File: src/id_ctrl_pkg.sv
package id_ctrl_pkg;

    // ======================================================================
    // operation handed to execute
    // ======================================================================
    typedef enum logic [4:0] {
        EX_NOP,
        EX_ADD,
        EX_SUB,
        EX_SLT,
        EX_SLTU,
        EX_AND,
        EX_OR,
        EX_XOR,
        EX_SLL,
        EX_SRL,
        EX_SRA,
        EX_LB,
        EX_LH,
        EX_LW,
        EX_LBU,
        EX_LHU,
        EX_SB,
        EX_SH,
        EX_SW
    } alu_op_e;

    // result class, picks the execute output mux.
    typedef enum logic [2:0] {
        RES_NOP,
        RES_LOGIC,
        RES_ARITH,
        RES_SHIFT,
        RES_LD_ST
    } alu_sel_e;

endpackage

File: src/rv_isa_pkg.sv
package rv_isa_pkg;

    // ======================================================================
    // RV32I word and field types
    // ======================================================================
    typedef logic [31:0] word_t;       // data word, operands and immediates.
    typedef logic [31:0] inst_t;       // raw instruction word.
    typedef logic [4:0]  reg_addr_t;   // register index.
    typedef logic [6:0]  opcode_t;
    typedef logic [2:0]  funct3_t;
    typedef logic [6:0]  funct7_t;

    // ======================================================================
    // major opcodes
    // ======================================================================
    localparam opcode_t OP_LOAD  = 7'b000_0011;
    localparam opcode_t OP_STORE = 7'b010_0011;
    localparam opcode_t OP_OP    = 7'b011_0011;
    localparam opcode_t OP_OPI   = 7'b001_0011;
    localparam opcode_t OP_LUI   = 7'b011_0111;

    // funct3 of OP and OP-IMM.
    localparam funct3_t F3_ADD  = 3'b000;  // add, sub, addi.
    localparam funct3_t F3_SLL  = 3'b001;
    localparam funct3_t F3_SLT  = 3'b010;
    localparam funct3_t F3_SLTU = 3'b011;
    localparam funct3_t F3_XOR  = 3'b100;
    localparam funct3_t F3_SRL  = 3'b101;  // srl and sra share it.
    localparam funct3_t F3_OR   = 3'b110;
    localparam funct3_t F3_AND  = 3'b111;

    // funct3 of loads and stores.
    localparam funct3_t F3_LB  = 3'b000;
    localparam funct3_t F3_LH  = 3'b001;
    localparam funct3_t F3_LW  = 3'b010;
    localparam funct3_t F3_LBU = 3'b100;
    localparam funct3_t F3_LHU = 3'b101;
    localparam funct3_t F3_SB  = 3'b000;
    localparam funct3_t F3_SH  = 3'b001;
    localparam funct3_t F3_SW  = 3'b010;

    localparam funct7_t F7_BASE = 7'b000_0000;
    localparam funct7_t F7_ALT  = 7'b010_0000;  // selects sub and sra.

    localparam inst_t NOP_INST = 32'h0000_0013;  // addi x0, x0, 0.

endpackage

File: src/id_ifaces.sv
`timescale 1ns/1ps

// split instruction from the buffer into the decoder.
interface id_fields_if import rv_isa_pkg::*; ();

    opcode_t   opcode;
    reg_addr_t rd;
    reg_addr_t rs1;
    reg_addr_t rs2;
    funct3_t   funct3;
    funct7_t   funct7;
    word_t     imm_i;   // sign extended.
    word_t     imm_s;   // sign extended.
    word_t     imm_u;   // low 12 bits zero.
    word_t     shamt;   // rs2 field, zero extended.

    modport src (
        output opcode, rd, rs1, rs2, funct3, funct7,
        output imm_i, imm_s, imm_u, shamt
    );

    modport dst (
        input opcode, rd, rs1, rs2, funct3, funct7,
        input imm_i, imm_s, imm_u, shamt
    );

endinterface

// decode result, read by operand select and the d/e register.
interface id_decode_if import rv_isa_pkg::*, id_ctrl_pkg::*; ();

    alu_op_e   aluop;
    alu_sel_e  alusel;
    reg_addr_t wd;
    logic      wreg;
    logic      inst_valid;
    logic      reg1_read;
    logic      reg2_read;
    reg_addr_t reg1_addr;
    reg_addr_t reg2_addr;
    word_t     imm;

    modport src (
        output aluop, alusel, wd, wreg, inst_valid,
        output reg1_read, reg2_read, reg1_addr, reg2_addr, imm
    );

    modport dst (
        input aluop, alusel, wd, wreg, inst_valid,
        input reg1_read, reg2_read, reg1_addr, reg2_addr, imm
    );

endinterface

File: src/id_decoder.sv
`timescale 1ns/1ps

module id_decoder import rv_isa_pkg::*, id_ctrl_pkg::*; (
    id_fields_if.dst fields,
    id_decode_if.src dec
);

    alu_op_e  op;
    alu_sel_e sel;
    logic     rd1;
    logic     rd2;
    word_t    imm_sel;
    logic     valid;

    // ======================================================================
    // operation, read enables and immediate per opcode
    // ======================================================================
    always_comb begin
        op      = EX_NOP;
        rd1     = 1'b0;
        rd2     = 1'b0;
        imm_sel = '0;
        case (fields.opcode)
            OP_OP: begin
                rd1 = 1'b1;
                rd2 = 1'b1;
                case (fields.funct3)
                    F3_ADD: begin
                        if (fields.funct7 == F7_BASE) op = EX_ADD;
                        else if (fields.funct7 == F7_ALT) op = EX_SUB;
                    end
                    F3_SLT:  op = EX_SLT;
                    F3_SLTU: op = EX_SLTU;
                    F3_AND:  op = EX_AND;
                    F3_OR:   op = EX_OR;
                    F3_XOR:  op = EX_XOR;
                    F3_SLL:  op = EX_SLL;
                    F3_SRL: begin
                        if (fields.funct7 == F7_BASE) op = EX_SRL;
                        else if (fields.funct7 == F7_ALT) op = EX_SRA;
                    end
                    default: op = EX_NOP;
                endcase
            end
            OP_OPI: begin
                rd1     = 1'b1;
                imm_sel = fields.imm_i;
                case (fields.funct3)
                    F3_ADD:  op = EX_ADD;
                    F3_SLT:  op = EX_SLT;
                    F3_SLTU: op = EX_SLTU;
                    F3_AND:  op = EX_AND;
                    F3_OR:   op = EX_OR;
                    F3_XOR:  op = EX_XOR;
                    F3_SLL: begin
                        op      = EX_SLL;
                        imm_sel = fields.shamt;
                    end
                    F3_SRL: begin
                        imm_sel = fields.shamt;
                        if (fields.funct7 == F7_BASE) op = EX_SRL;
                        else if (fields.funct7 == F7_ALT) op = EX_SRA;
                    end
                    default: op = EX_NOP;
                endcase
            end
            OP_LOAD: begin
                rd1     = 1'b1;
                imm_sel = fields.imm_i;  // address offset.
                case (fields.funct3)
                    F3_LB:   op = EX_LB;
                    F3_LH:   op = EX_LH;
                    F3_LW:   op = EX_LW;
                    F3_LBU:  op = EX_LBU;
                    F3_LHU:  op = EX_LHU;
                    default: op = EX_NOP;
                endcase
            end
            OP_STORE: begin
                rd1     = 1'b1;
                rd2     = 1'b1;          // rs2 holds the store data.
                imm_sel = fields.imm_s;
                case (fields.funct3)
                    F3_SB:   op = EX_SB;
                    F3_SH:   op = EX_SH;
                    F3_SW:   op = EX_SW;
                    default: op = EX_NOP;
                endcase
            end
            OP_LUI: begin
                op      = EX_OR;         // both operands carry the upper immediate.
                imm_sel = fields.imm_u;
            end
            default: op = EX_NOP;
        endcase
    end

    // result class follows from the operation.
    always_comb begin
        case (op)
            EX_AND, EX_OR, EX_XOR:           sel = RES_LOGIC;
            EX_ADD, EX_SUB, EX_SLT, EX_SLTU: sel = RES_ARITH;
            EX_SLL, EX_SRL, EX_SRA:          sel = RES_SHIFT;
            EX_NOP:                          sel = RES_NOP;
            default:                         sel = RES_LD_ST;
        endcase
    end

    // an undecoded word turns into a bubble.
    assign valid = (op != EX_NOP);

    assign dec.aluop      = op;
    assign dec.alusel     = sel;
    assign dec.inst_valid = valid;
    assign dec.wreg       = valid && (fields.opcode != OP_STORE);
    assign dec.wd         = valid ? fields.rd : '0;
    assign dec.reg1_read  = valid && rd1;
    assign dec.reg2_read  = valid && rd2;
    assign dec.reg1_addr  = fields.rs1;
    assign dec.reg2_addr  = fields.rs2;
    assign dec.imm        = valid ? imm_sel : '0;

endmodule

File: src/id_ex_reg.sv
`timescale 1ns/1ps

module id_ex_reg import rv_isa_pkg::*, id_ctrl_pkg::*; (
    input  logic      clk,
    input  logic      reset_i,
    id_decode_if.dst  dec,
    input  word_t     reg1_val_i,
    input  word_t     reg2_val_i,
    input  logic      stall_i,
    output alu_op_e   ex_aluop_o,
    output alu_sel_e  ex_alusel_o,
    output word_t     ex_reg1_o,
    output word_t     ex_reg2_o,
    output word_t     ex_offset_o,
    output reg_addr_t ex_wd_o,
    output logic      ex_wreg_o,
    output logic      ex_inst_valid_o
);

    // ======================================================================
    // decode/execute boundary
    // ======================================================================
    always_ff @(posedge clk) begin
        if (reset_i || stall_i) begin
            // bubble, execute sees a nop with no write.
            ex_aluop_o      <= EX_NOP;
            ex_alusel_o     <= RES_NOP;
            ex_reg1_o       <= '0;
            ex_reg2_o       <= '0;
            ex_offset_o     <= '0;
            ex_wd_o         <= '0;
            ex_wreg_o       <= 1'b0;
            ex_inst_valid_o <= 1'b0;
        end else begin
            ex_aluop_o      <= dec.aluop;
            ex_alusel_o     <= dec.alusel;
            ex_reg1_o       <= reg1_val_i;
            ex_reg2_o       <= reg2_val_i;
            ex_offset_o     <= dec.imm;      // load/store offset.
            ex_wd_o         <= dec.wd;
            ex_wreg_o       <= dec.wreg;
            ex_inst_valid_o <= dec.inst_valid;
        end
    end

endmodule

File: src/id_inst_buffer.sv
`timescale 1ns/1ps

module id_inst_buffer import rv_isa_pkg::*; (
    input  logic           clk,
    input  logic           reset_i,
    input  logic           hold_i,
    input  inst_t          inst_i,
    id_fields_if.src       fields
);

    inst_t inst_q;

    // ======================================================================
    // instruction register
    // ======================================================================
    always_ff @(posedge clk) begin
        if (reset_i) begin
            inst_q <= NOP_INST;
        end else if (!hold_i) begin
            inst_q <= inst_i;
        end
        // on hold the word waits for the load-use hazard to clear.
    end

    // ======================================================================
    // field split
    // ======================================================================
    assign fields.opcode = inst_q[6:0];
    assign fields.rd     = inst_q[11:7];
    assign fields.funct3 = inst_q[14:12];
    assign fields.rs1    = inst_q[19:15];
    assign fields.rs2    = inst_q[24:20];
    assign fields.funct7 = inst_q[31:25];

    // i-type, bits 31:20.
    assign fields.imm_i = {{20{inst_q[31]}}, inst_q[31:20]};

    // s-type, offset split around rd.
    assign fields.imm_s = {{20{inst_q[31]}}, inst_q[31:25], inst_q[11:7]};

    assign fields.imm_u = {inst_q[31:12], 12'h000};  // lui.
    assign fields.shamt = {27'h0, inst_q[24:20]};    // shift amount.

endmodule

File: src/id_operand_sel.sv
`timescale 1ns/1ps

module id_operand_sel import rv_isa_pkg::*; (
    id_decode_if.dst dec,
    input  word_t     reg1_data_i,
    input  word_t     reg2_data_i,
    input  logic      ex_ld_flag_i,
    input  logic      ex_wreg_i,
    input  word_t     ex_wdata_i,
    input  reg_addr_t ex_wd_i,
    input  logic      mem_wreg_i,
    input  word_t     mem_wdata_i,
    input  reg_addr_t mem_wd_i,
    output word_t     reg1_val_o,
    output word_t     reg2_val_o,
    output logic      stall_o
);

    logic stall1;
    logic stall2;

    // ======================================================================
    // forwarding for one operand, nearest stage first
    // ======================================================================
    function automatic void pick_operand(
        input  logic      rd_en,
        input  reg_addr_t addr,
        input  word_t     rf_data,
        input  word_t     imm,
        output word_t     val,
        output logic      stall
    );
        stall = 1'b0;
        val   = rf_data;
        if (!rd_en) begin
            val = imm;                   // unread slot carries the immediate.
        end else if (ex_ld_flag_i && (ex_wd_i == addr)) begin
            val   = '0;                  // load data not back yet.
            stall = 1'b1;
        end else if (ex_wreg_i && (ex_wd_i == addr)) begin
            val = ex_wdata_i;
        end else if (mem_wreg_i && (mem_wd_i == addr)) begin
            val = mem_wdata_i;
        end
    endfunction

    always_comb begin
        pick_operand(dec.reg1_read, dec.reg1_addr, reg1_data_i, dec.imm,
                     reg1_val_o, stall1);
    end

    always_comb begin
        pick_operand(dec.reg2_read, dec.reg2_addr, reg2_data_i, dec.imm,
                     reg2_val_o, stall2);
    end

    assign stall_o = stall1 | stall2;  // load-use on either source.

endmodule

File: src/id_stage.sv
`timescale 1ns/1ps

module id_stage import rv_isa_pkg::*, id_ctrl_pkg::*; (
    input  logic      clk,
    input  logic      reset_i,
    input  inst_t     inst_i,
    // register file read ports.
    input  word_t     reg1_data_i,
    input  word_t     reg2_data_i,
    output logic      reg1_read_o,
    output logic      reg2_read_o,
    output reg_addr_t reg1_addr_o,
    output reg_addr_t reg2_addr_o,
    // forwarding from execute and memory.
    input  logic      ex_ld_flag_i,
    input  logic      ex_wreg_i,
    input  word_t     ex_wdata_i,
    input  reg_addr_t ex_wd_i,
    input  logic      mem_wreg_i,
    input  word_t     mem_wdata_i,
    input  reg_addr_t mem_wd_i,
    output logic      stall_req_o,
    // to execute.
    output alu_op_e   ex_aluop_o,
    output alu_sel_e  ex_alusel_o,
    output word_t     ex_reg1_o,
    output word_t     ex_reg2_o,
    output word_t     ex_offset_o,
    output reg_addr_t ex_wd_o,
    output logic      ex_wreg_o,
    output logic      ex_inst_valid_o
);

    word_t reg1_val;
    word_t reg2_val;
    logic  stall;

    id_fields_if fields_if ();
    id_decode_if dec_if ();

    // ======================================================================
    // stage instances
    // ======================================================================
    id_inst_buffer i_buffer (
        .clk     (clk),
        .reset_i (reset_i),
        .hold_i  (stall),
        .inst_i  (inst_i),
        .fields  (fields_if.src)
    );

    id_decoder i_decoder (
        .fields (fields_if.dst),
        .dec    (dec_if.src)
    );

    id_operand_sel i_operand_sel (
        .dec          (dec_if.dst),
        .reg1_data_i  (reg1_data_i),
        .reg2_data_i  (reg2_data_i),
        .ex_ld_flag_i (ex_ld_flag_i),
        .ex_wreg_i    (ex_wreg_i),
        .ex_wdata_i   (ex_wdata_i),
        .ex_wd_i      (ex_wd_i),
        .mem_wreg_i   (mem_wreg_i),
        .mem_wdata_i  (mem_wdata_i),
        .mem_wd_i     (mem_wd_i),
        .reg1_val_o   (reg1_val),
        .reg2_val_o   (reg2_val),
        .stall_o      (stall)
    );

    id_ex_reg i_ex_reg (
        .clk             (clk),
        .reset_i         (reset_i),
        .dec             (dec_if.dst),
        .reg1_val_i      (reg1_val),
        .reg2_val_i      (reg2_val),
        .stall_i         (stall),
        .ex_aluop_o      (ex_aluop_o),
        .ex_alusel_o     (ex_alusel_o),
        .ex_reg1_o       (ex_reg1_o),
        .ex_reg2_o       (ex_reg2_o),
        .ex_offset_o     (ex_offset_o),
        .ex_wd_o         (ex_wd_o),
        .ex_wreg_o       (ex_wreg_o),
        .ex_inst_valid_o (ex_inst_valid_o)
    );

    // register file reads leave straight from the buffered word.
    assign reg1_read_o = dec_if.reg1_read;
    assign reg2_read_o = dec_if.reg2_read;
    assign reg1_addr_o = dec_if.reg1_addr;
    assign reg2_addr_o = dec_if.reg2_addr;
    assign stall_req_o = stall;

endmodule

File: config.mk
export PLATFORM = sky130hd
export DESIGN_NAME = id_stage
export DESIGN_NICKNAME = d
export VERILOG_FILES = /design/src/id_ctrl_pkg.sv /design/src/rv_isa_pkg.sv /design/src/id_ifaces.sv /design/src/id_decoder.sv /design/src/id_ex_reg.sv /design/src/id_inst_buffer.sv /design/src/id_operand_sel.sv /design/src/id_stage.sv
export SDC_FILE = /design/constraint.sdc
export NUM_CORES = 1
export LEC_CHECK = 0
export ABC_AREA = 0
export BUFFER_PORTS_ARGS = -buffer_cell sky130_fd_sc_hd__buf_4
export CORE_ASPECT_RATIO = 0.7
export CORE_UTILIZATION = 30
export CTS_BUF_LIST = sky130_fd_sc_hd__clkbuf_4 sky130_fd_sc_hd__clkbuf_8
export CTS_CLUSTER_SIZE = 12
export DETAILED_ROUTE_END_ITERATION = 16
export GPL_ROUTABILITY_DRIVEN = 0
export GPL_TIMING_DRIVEN = 0
export HOLD_SLACK_MARGIN = 0.02
export SYNTH_ARGS = -nofsm -noshare
export SYNTH_HDL_FRONTEND = slang
export SYNTH_SLANG_ARGS = --single-unit
File: constraint.sdc
create_clock -name clk -period 3.5 [get_ports clk]
set_input_delay 0.525 -clock clk [delete_from_list [all_inputs] [get_ports clk]]
set_output_delay 0.525 -clock clk [all_outputs]
set_load 0.05 [all_outputs]
# [After elaboration in Yosys (flattened, before gate mapping)]
# Memory sizes are Yosys's and may differ from the RTL's.
# Index checks and enable logic that the tools add are counted.
[classes] n_addsub=0 n_mul=0 div_mod_pow=0 order_cmp=0 eq_ne=18 shifts=0 mux=27 bitwise=2 n_reduce_logical=18
[op_table] op="32-bit two-way mux" count=10
[op_table] op="32-bit one-hot mux with 4 select lines" count=1
[op_table] op="5-bit one-hot mux with 8 select lines" count=2
[op_table] op="7-bit by 6-bit == test with 1-bit output, second input constant" count=4
[op_table] op="5-bit one-hot mux with 5 select lines" count=1
[op_table] op="5-bit == test" count=4
[op_table] op="4-bit one-hot mux with 5 select lines" count=1
[op_table] op="5-bit one-hot mux with 3 select lines" count=1
[op_table] op="3-bit == test, second input constant" count=4
[op_table] op="5-bit two-way mux" count=2
[op_table] op="1-bit logical AND" count=9
[op_table] op="2-bit OR reduction" count=4
[op_table] op="7-bit by 2-bit == test with 1-bit output, second input constant" count=1
[op_table] op="7-bit by 5-bit == test with 1-bit output, second input constant" count=1
[op_table] op="7-bit logical NOT" count=1
[op_table] op="7-bit by 6-bit != test with 1-bit output, second input constant" count=1
[op_table] op="3-bit by 2-bit == test with 1-bit output, second input constant" count=2
[op_table] op="1-bit two-way mux" count=6
[op_table] op="5-bit nonzero test" count=1
[op_table] op="4-bit two-way mux" count=1
[op_table] op="4-bit OR reduction" count=1
[op_table] op="3-bit by 1-bit == test with 1-bit output, second input constant" count=1
[op_table] op="3-bit logical NOT" count=1
[op_table] op="3-bit two-way mux" count=1
[op_table] op="other kinds (4)" count=4
[totals] regBits=143 latchBits=0 ram_bits=0 rom_bits=48 wordCells=76 memories=1
[mem_list] memory="(name not given)" depth=16 word_bits=3 rd=1 rd_clocked_by_memory_dff=0 write_ports=0 line="id_decoder.sv:100" rtl="case (op)"

# [Depth between registers and ports, before layout]
# Gate-level depths: netlist of the first run.
[logic_depth] word_depth=11 ltp_mapped=11 depth_no_buf=8

# [Hierarchy]
# Synthesis of the first run repeated with hierarchy kept, for this count alone.
[unflattened] hier_cells=1135 area_unflattened_um2=9869.5
[by_module_without_submodules] mod="id_ex_reg" n_inst=1 cells_each=246 area_per_inst_um2=3244.4
[by_module_without_submodules] mod="id_operand_sel" n_inst=1 cells_each=384 area_per_inst_um2=2755.1
[by_module_without_submodules] mod="id_inst_buffer" n_inst=1 cells_each=232 area_per_inst_um2=2133.3
[by_module_without_submodules] mod="id_decoder" n_inst=1 cells_each=273 area_per_inst_um2=1736.7

# [Worst setup path after synthesis of the first run]
# OpenSTA, ideal clock, no wires.
[synth_path] kind="register to output" start="register i_buffer.inst_q[19]" end="output port stall_req_o" t_arrival_ps=2136 required_ps=2975 path_slack_ps=839 stages_incl_launch_ff=7 cell_sequence="dfxtp_1 -> xnor2_1 -> nand3_1 -> nor3_1 -> o21a_1 -> nand2_1 -> nor2_1"
[synth_via] elab_chain_cells=5
[synth_rtl] item="from (decl)" line="id_inst_buffer.sv:11" rtl="inst_t inst_q;"
[synth_rtl] item="from (signal assigned)" line="id_inst_buffer.sv:20" rtl="inst_q <= inst_i;"
[synth_rtl] item="5-bit == test" line="id_operand_sel.sv:37" rtl="end else if (ex_ld_flag_i && (ex_wd_i == addr)) begin"
[synth_rtl] item="1-bit logical AND" line="id_operand_sel.sv:37"
[synth_rtl] item="1-bit two-way mux" line="id_operand_sel.sv:37"
[synth_rtl] item="1-bit two-way mux" line="id_operand_sel.sv:35" rtl="if (!rd_en) begin"
[synth_rtl] item="1-bit bitwise OR" line="id_operand_sel.sv:57" rtl="assign stall_o = stall1 | stall2;"
[synth_rtl] item="to (decl)" line="id_stage.sv:22" rtl="output logic stall_req_o,"
# Every way passes these cells.

# [Worst setup path after layout of the first run]
[layout_path] start="register i_buffer.inst_q[24]" end="register i_ex_reg.ex_reg2_o[8]"
[layout_via] elab_chain_cells=6
[layout_rtl] item="5-bit == test (on tied branches)" line="id_operand_sel.sv:42, id_operand_sel.sv:37, id_operand_sel.sv:40"
[layout_rtl] item="1-bit logical AND (on tied branches)" line="id_operand_sel.sv:42, id_operand_sel.sv:37"
[layout_rtl] item="32-bit two-way mux or 1-bit two-way mux (tied branches)" line="id_operand_sel.sv:42, id_operand_sel.sv:37"
[layout_rtl] item="32-bit two-way mux or 1-bit two-way mux (tied branches)" line="id_operand_sel.sv:40, id_operand_sel.sv:35"
[layout_rtl] item="32-bit two-way mux or 1-bit bitwise OR (tied branches)" line="id_operand_sel.sv:37, id_operand_sel.sv:57"
[layout_rtl] item="32-bit two-way mux or 1-bit logical OR (tied branches)" line="id_operand_sel.sv:35, id_ex_reg.sv:24"
[layout_rtl] item="to (signal assigned)" line="id_ex_reg.sv:38" rtl="ex_reg2_o <= reg2_val_i;"
[layout_rtl] item="to (decl)" line="id_ex_reg.sv:13" rtl="output word_t ex_reg2_o,"
# Several ways; a longest one is shown, not always the timed one.
# A chain may end at the register's enable or synchronous reset.

==> results of run 1 <==
## cell usage in the layout (no fill, tap or decap), types with 9 or more instances in the layout
cell	n
a211o_1	41
a211oi_1	9
a21oi_1	61
a31oi_1	19
and3_1	9
buf_2	20
buf_4	299
clkbuf_1	39
clkbuf_8	18
dfxtp_1	143
mux2i_1	90
nand2_1	53
nor2_1	105
o211ai_1	15
xnor2_1	10
xor2_1	11
## metrics by stage
step                      instance area [um^2]  utilization  instances  hold WS, ns  setup WS [ns]
after global placement                    9050        0.433       1284        0.477          0.472
after detailed placement                  9050        0.433       1284        0.483          0.436
final                                     9520        0.455       1316        0.260          0.367
after CTS                                 9520        0.455       1316        0.231          0.357
after global routing                      9520        0.455       1316        0.230          0.249
after floorplan                           6470            -        710        0.453          0.839
## Yosys cell counts, drive strengths merged, types with 2 or more instances
cell type    n  area [um^2]
o21ai        6         30.0
nor2b        5         31.3
nand2b       4         25.0
nor3         5         25.0
or3          3         18.8
nand2       53          199
a21oi       61          305
mux2i       90          901
nor2       106          400
xnor2       10         87.6
o21a         2         15.0
or3b         2         17.5
xor2        11         96.3
dfxtp      143         2860
a21o         2         15.0
a22oi        5         37.5
nor4         3         33.8
inv          7         26.3
o211a        2         20.0
o211ai      16          134
nand3        5         30.0
o41ai        2         36.3
a211o       41          359
buf         23          134
or2          3         18.8
clkbuf      39          146
a211oi      14          130
a31oi       19          119
and3         9         56.3
and2         6         37.5
## power breakdown
| group | switching [mW] | internal [mW] |
|---|---|---|
| clock network | 0.693 | 0.882 |
| logic | 0.392 | 0.281 |
| registers | 0.0377 | 1.67 |
| total | 1.12 | 2.84 |
## registers in the layout (all words and copies together) (netlist names)
name and flops:
i_ex_reg.ex_reg2_o 32, i_ex_reg.ex_alusel_o 3, i_ex_reg.ex_wreg_o 1, i_ex_reg.ex_inst_valid_o 1, i_ex_reg.ex_reg1_o 32, i_buffer.inst_q 32, i_ex_reg.ex_wd_o 5, i_ex_reg.ex_offset_o 32
i_ex_reg.ex_aluop_o 5
## per-layer routing
metal	global-route usage	share of wire	vias up
met4	0.0633	0.014	0
met2	0.370	0.45	274
met3	0.0534	0.072	21
li1	-	-	3153
met5	0	0	-
met1	0.331	0.47	3157
## final cells by class
class / instances / area share
buffer: 62 / 0.0295
sequential: 143 / 0.301
clock inverter: 13 / 0.0220
multi-input combinational: 497 / 0.346
timing repair buffer: 298 / 0.235
clock buffer: 19 / 0.0268
inverter: 8 / 0.00316
tap: 276 / 0.0363
## logic make-up after synthesis
logic type	synth area share
buffers and inverters	0.0480
xor gates and xnor gates	0.0284
AOI/OAI and AO/OA	0.195
muxes	0.139
DFF	0.443
and+or+nand+nor	0.146
## worst max-delay path by stage
stage	end	slack (ns)	from	cells past startpoint
global placement	i_ex_reg.ex_reg2_o[6]	0.47	i_buffer.inst_q[24]	10
CTS	reg1_read_o	0.36	i_buffer.inst_q[5]	7
detailed placement	i_ex_reg.ex_reg2_o[24]	0.44	i_buffer.inst_q[5]	10
global route	i_ex_reg.ex_alusel_o[1]	0.25	i_buffer.inst_q[13]	10
floorplan	stall_req_o	0.84	i_buffer.inst_q[19]	6
finish	i_ex_reg.ex_reg2_o[8]	0.37	i_buffer.inst_q[24]	10
==> reports/metrics.yaml, run 1 <==
seq_area_um2: 2860
clk_latency_ns: 0.45
grt_pass1_wl_um: 39100
crit_path_top_delay_cell: "clkbuf_1"
min_delay_worst_endpoint: "i_buffer.inst_q[1]"
r2r_cells: 10
critPathMaxFanout: 10
antenna_found_initial: 0
cts_root_buffer: "clkbuf_8"
ios: 299
die_height_um: 125
gr-total-overflow: 0
drt_pass1_iterations: 5
r2r_setup_slack_ns: 0.37
ys_seq_area_frac: 0.443
numCtsBuffers: 17
min_path_cells: 2
syn2layout_area_growth_pct: 47.1
slew_headroom: 0.454
reg2reg_to: "i_ex_reg.ex_reg2_o[8]"
n_antenna_cell: 0
synth_fp_nets: 885
post-dp-hpwl_um: 20600
wl_per_cell_um: 20.4
drv_slew: 0
cap_violations: 0
worstMarginPinSlew_ns: 0.819
synth_edf_count: 0
worst_setup_path_start_kind: "flop"
finalSetupTns_ns: 0
path_buf_inv: 3
vias_per_cell: 5.02
antenna_left: 0
grt_max_degree: 17
routed_wl_um: 26900
cts_resized: 0
finClkSkew_ns: 0.0137
ys_ff_latch: 143
syn_inst: 710
die_area_um2: 22200
via_count: 6605
grt_setup_unrepaired: "no"
cts_tree: "built"
remaining_drc_errors: 0
grt.total_usage: 0.239
critPathArrivalTime_ns: 3.44
ys.flop_type: "dfxtp_1"
numPortBuffers: 298
drive_above_1_share: 0.353
cp_common_cell: "clkbuf_1"
crit_family: "buffers and inverters"
period_needed_ns: 3.13
vdd_drop_max_mv: 0.223
fill_cells: 2141
finalPower_mw: 3.96
status: "finished clean"
crit_path_max_incr_delay_ns: 0.59
yosys.cell_types.count: 54
fp.dieW_um: 178
leakagePower_nw: 4.07
avgSynthCellArea_um2: 9.11
row_count: 44
fmax_ghz: 0.319
h-tree-depth: 4
hold_violations: 0
synth_warnings: 0
synth_area_um2: 6470
holdCritPathClass: "in2reg"
cts_sinks: 143
synth_async_sr_flop_share: 0
nets: 1202
required_ns: 3.81
setup_viol: 0
coreArea_um2: 20900
power.density_nw_per_um2: 416
worstPathCellList: "clkbuf_1 -> xnor2_1 -> nand3_1 -> nor2_1 -> nand2_1 -> clkbuf_1 -> clkbuf_1 -> nand2_1 -> o211ai_1 -> a21oi_1"
holdBufCountCts: 0
post_cts_buffers: 0
hold_start: "inst_i[1]"
grt_pass1_vias: 6468
rr_startpoint: "i_buffer.inst_q[24]"
crit_type: "reg2reg"
clk_path_buf_depth: 2
cp-end-kind: "flop"
period_share: 0.895
clk_pin_slew_ns: 0.08
multi_input_area_um2: 3300
start_util: 0.309
drtIter0Drc: 484
Note: power is estimated with default switching activity, not from simulation.
==> run 2: changes to the inputs <==
BUFFER_PORTS_ARGS = default   (was -buffer_cell sky130_fd_sc_hd__buf_4)
DONT_BUFFER_PORTS = 1   (was default)
clock period = 3 ns   (was 3.5 ns; I/O delays follow)
==> run 2 against run 1 <==
Compared with the run above: non-clock buffer count decreased by 297; clock skew up 0.0032 ns; setup slack worse by 0.25 ns; critical endpoint is now i_ex_reg.ex_alusel_o[1]; flip-flop and latch count is the same; combinational power fell by 41%; wire length fell by 3.8%; maximum frequency is 8.7% higher; die area stayed put; core utilization fell by 10 points; via count decreased by 17%; cell area decreased by 22%; total power increased by 8.5%.
==> reports/metrics.yaml, run 2 (synthesized netlist as in run 1, its figures left out) <==
cts_root_buffer: "clkbuf_8"
finClkSkew_ns: 0.0169
p_seq_frac: 0.501
clk_path_buf_depth: 2
crit_type: "reg2reg"
p_sw_mw: 1.22
drtIter0Drc: 529
worstPathCellList: "nand2b_1 -> a211oi_2 -> o41ai_4 -> nand3_4 -> o211a_1 -> clkbuf_1 -> or2_1 -> buf_2 -> a211oi_1"
power.share.clock: 0.408
critPathArrivalTime_ns: 3.23
numPortBuffers: 0
drive_above_1_share: 0.150
row_count: 44
wl_per_cell_um: 25.4
drt_pass1_iterations: 5
clk_latency_ns: 0.47
routed_wl_um: 25800
grt.total_usage: 0.232
mostFrequentLayoutCells: "dfxtp_1, nor2_1, mux2i_1, a21oi_1, nand2_1"
switching_share: 0.283
syn2layout_area_growth_pct: 14.4
setup_viol: 0
path_buf_inv: 2
grt_setup_unrepaired: "no"
holdBufCountCts: 0
cts_sinks: 143
clk_pin_slew_ns: 0.08
p_comb_frac: 0.092
critPathMaxFanout: 10
status: "finished clean"
finalSetupTns_ns: 0
fin_cells: 1018
fp.dieW_um: 178
die_height_um: 125
post-dp-hpwl_um: 19800
h-tree-depth: 4
hold_slack_ns: 0.0865
worstMarginPinSlew_ns: 0.690
numCtsBuffers: 17
fin_util: 0.354
cts_tree: "built"
via_count: 5515
slew_headroom: 0.540
nets: 905
antenna_found_initial: 0
dp_cells: 986
die_area_um2: 22200
fmax_ghz: 0.347
drv_slew: 0
vias_per_cell: 5.42
grt_pass1_vias: 5494
internal-power_mw: 3.08
cap_violations: 0
antenna_left: 0
hold_violations: 0
leakagePower_nw: 2.62
period_needed_ns: 2.88
power.density_nw_per_um2: 580
start_util: 0.309
coreArea_um2: 20900
cp-end-kind: "flop"
grt_max_degree: 20
crit_family: "compound AO/OA/AOI/OAI gates"
crit_path_top_delay_cell: "dfxtp_1"
finalPower_mw: 4.30
grt_pass1_wl_um: 36900
ios: 299
holdCritPathClass: "in2reg"
worst_setup_path_start_kind: "flop"
required_ns: 3.35
gr-total-overflow: 0
n_antenna_cell: 0
period_share: 0.961
final_common_cell: "dfxtp_1"
vdd_drop_max_mv: 0.286
crit_path_max_incr_delay_ns: 0.50
remaining_drc_errors: 0
==> run 2: changes by cell type in the layout (fill, tap and decap cells not counted), moves of 3 or more <==
| cell | change |
|---|---|
| buf_4 | -294 |
| clkbuf_1 | -16 |
| clkbuf_2 | +8 |
| clkbuf_4 | +7 |
| dfxtp_1 | -13 |
| dfxtp_2 | +12 |
| inv_6 | -3 |
| nor2_1 | -3 |
| nor2_4 | +4 |
==> run 2: power by group through the flow <==
stage	logic, mW	registers (mW)	clock network [mW]
3_5_place_dp	0.370	2.19	0
6_report	0.395	2.15	1.75
3_3_place_gp	0.364	2.19	0
5_1_grt	0.431	2.16	1.87
2_1_floorplan	0.270	2.17	0
4_1_cts	0.387	2.15	1.79
==> run 2: per-stage QoR <==
| step | instance area (um^2) | setup slack [ns] |
|---|---|---|
| detailed placement | 6810 | -0.498 |
| global placement | 6810 | -0.473 |
| floorplan | 6470 | 0.414 |
| global route | 7400 | 0.00104 |
| CTS | 7330 | 0.0137 |
| finish | 7400 | 0.117 |
==> run 2: worst paths after layout <==
check	startpoint	to	slack [ns]	depth (start not counted)
setup / recovery	i_buffer.inst_q[13]	i_ex_reg.ex_alusel_o[1]	0.12	9
hold / removal	reset_i	i_buffer.inst_q[1]	0.09	1
setup reg to reg	i_buffer.inst_q[13]	i_ex_reg.ex_alusel_o[1]	0.12	9
hold reg to reg	i_buffer.inst_q[9]	i_ex_reg.ex_wd_o[2]	0.49	1
==> run 2: final cells by class <==
class | count | area [um^2]
multi-input cells | 497 | 3360
clock inverters | 10 | 160
well taps | 276 | 345
plain buffers | 59 | 303
fillers | 2199 | 13500
inverters | 8 | 33.8
clock buffers | 21 | 283
flip-flops and latches | 143 | 2880
repair buffers | 4 | 30.0
==> run 2: metal layers <==
layer  GRT usage  wire length, um  part of all wire  vias up
met5           0                0                 0        -
met4      0.0483              240            0.0093        0
met3      0.0836             2390             0.093       17
met2       0.357            11600              0.45      267
met1       0.309            11600              0.45     2682
li1            -                -                 -     2549
==> run 2: what timing repair did <==
action | 4_1_cts | 5_1_grt
setup buffers | 1 | 3
resized for setup | 30 | 31
pin swaps | 4 | 6
setup endpoints to repair | 134 | 88
endpoints found under the hold margin | 0 | 0
==> run 2: worst reg2reg max path, stage by stage (launching register included) <==
cell and delay, ns:
dfxtp_1 0.50, nand2b_1 0.29, a211oi_2 0.13, o41ai_4 0.45, nand3_4 0.20, o211a_1 0.25, clkbuf_1 0.11, or2_1 0.33
buf_2 0.26, a211oi_1 0.27
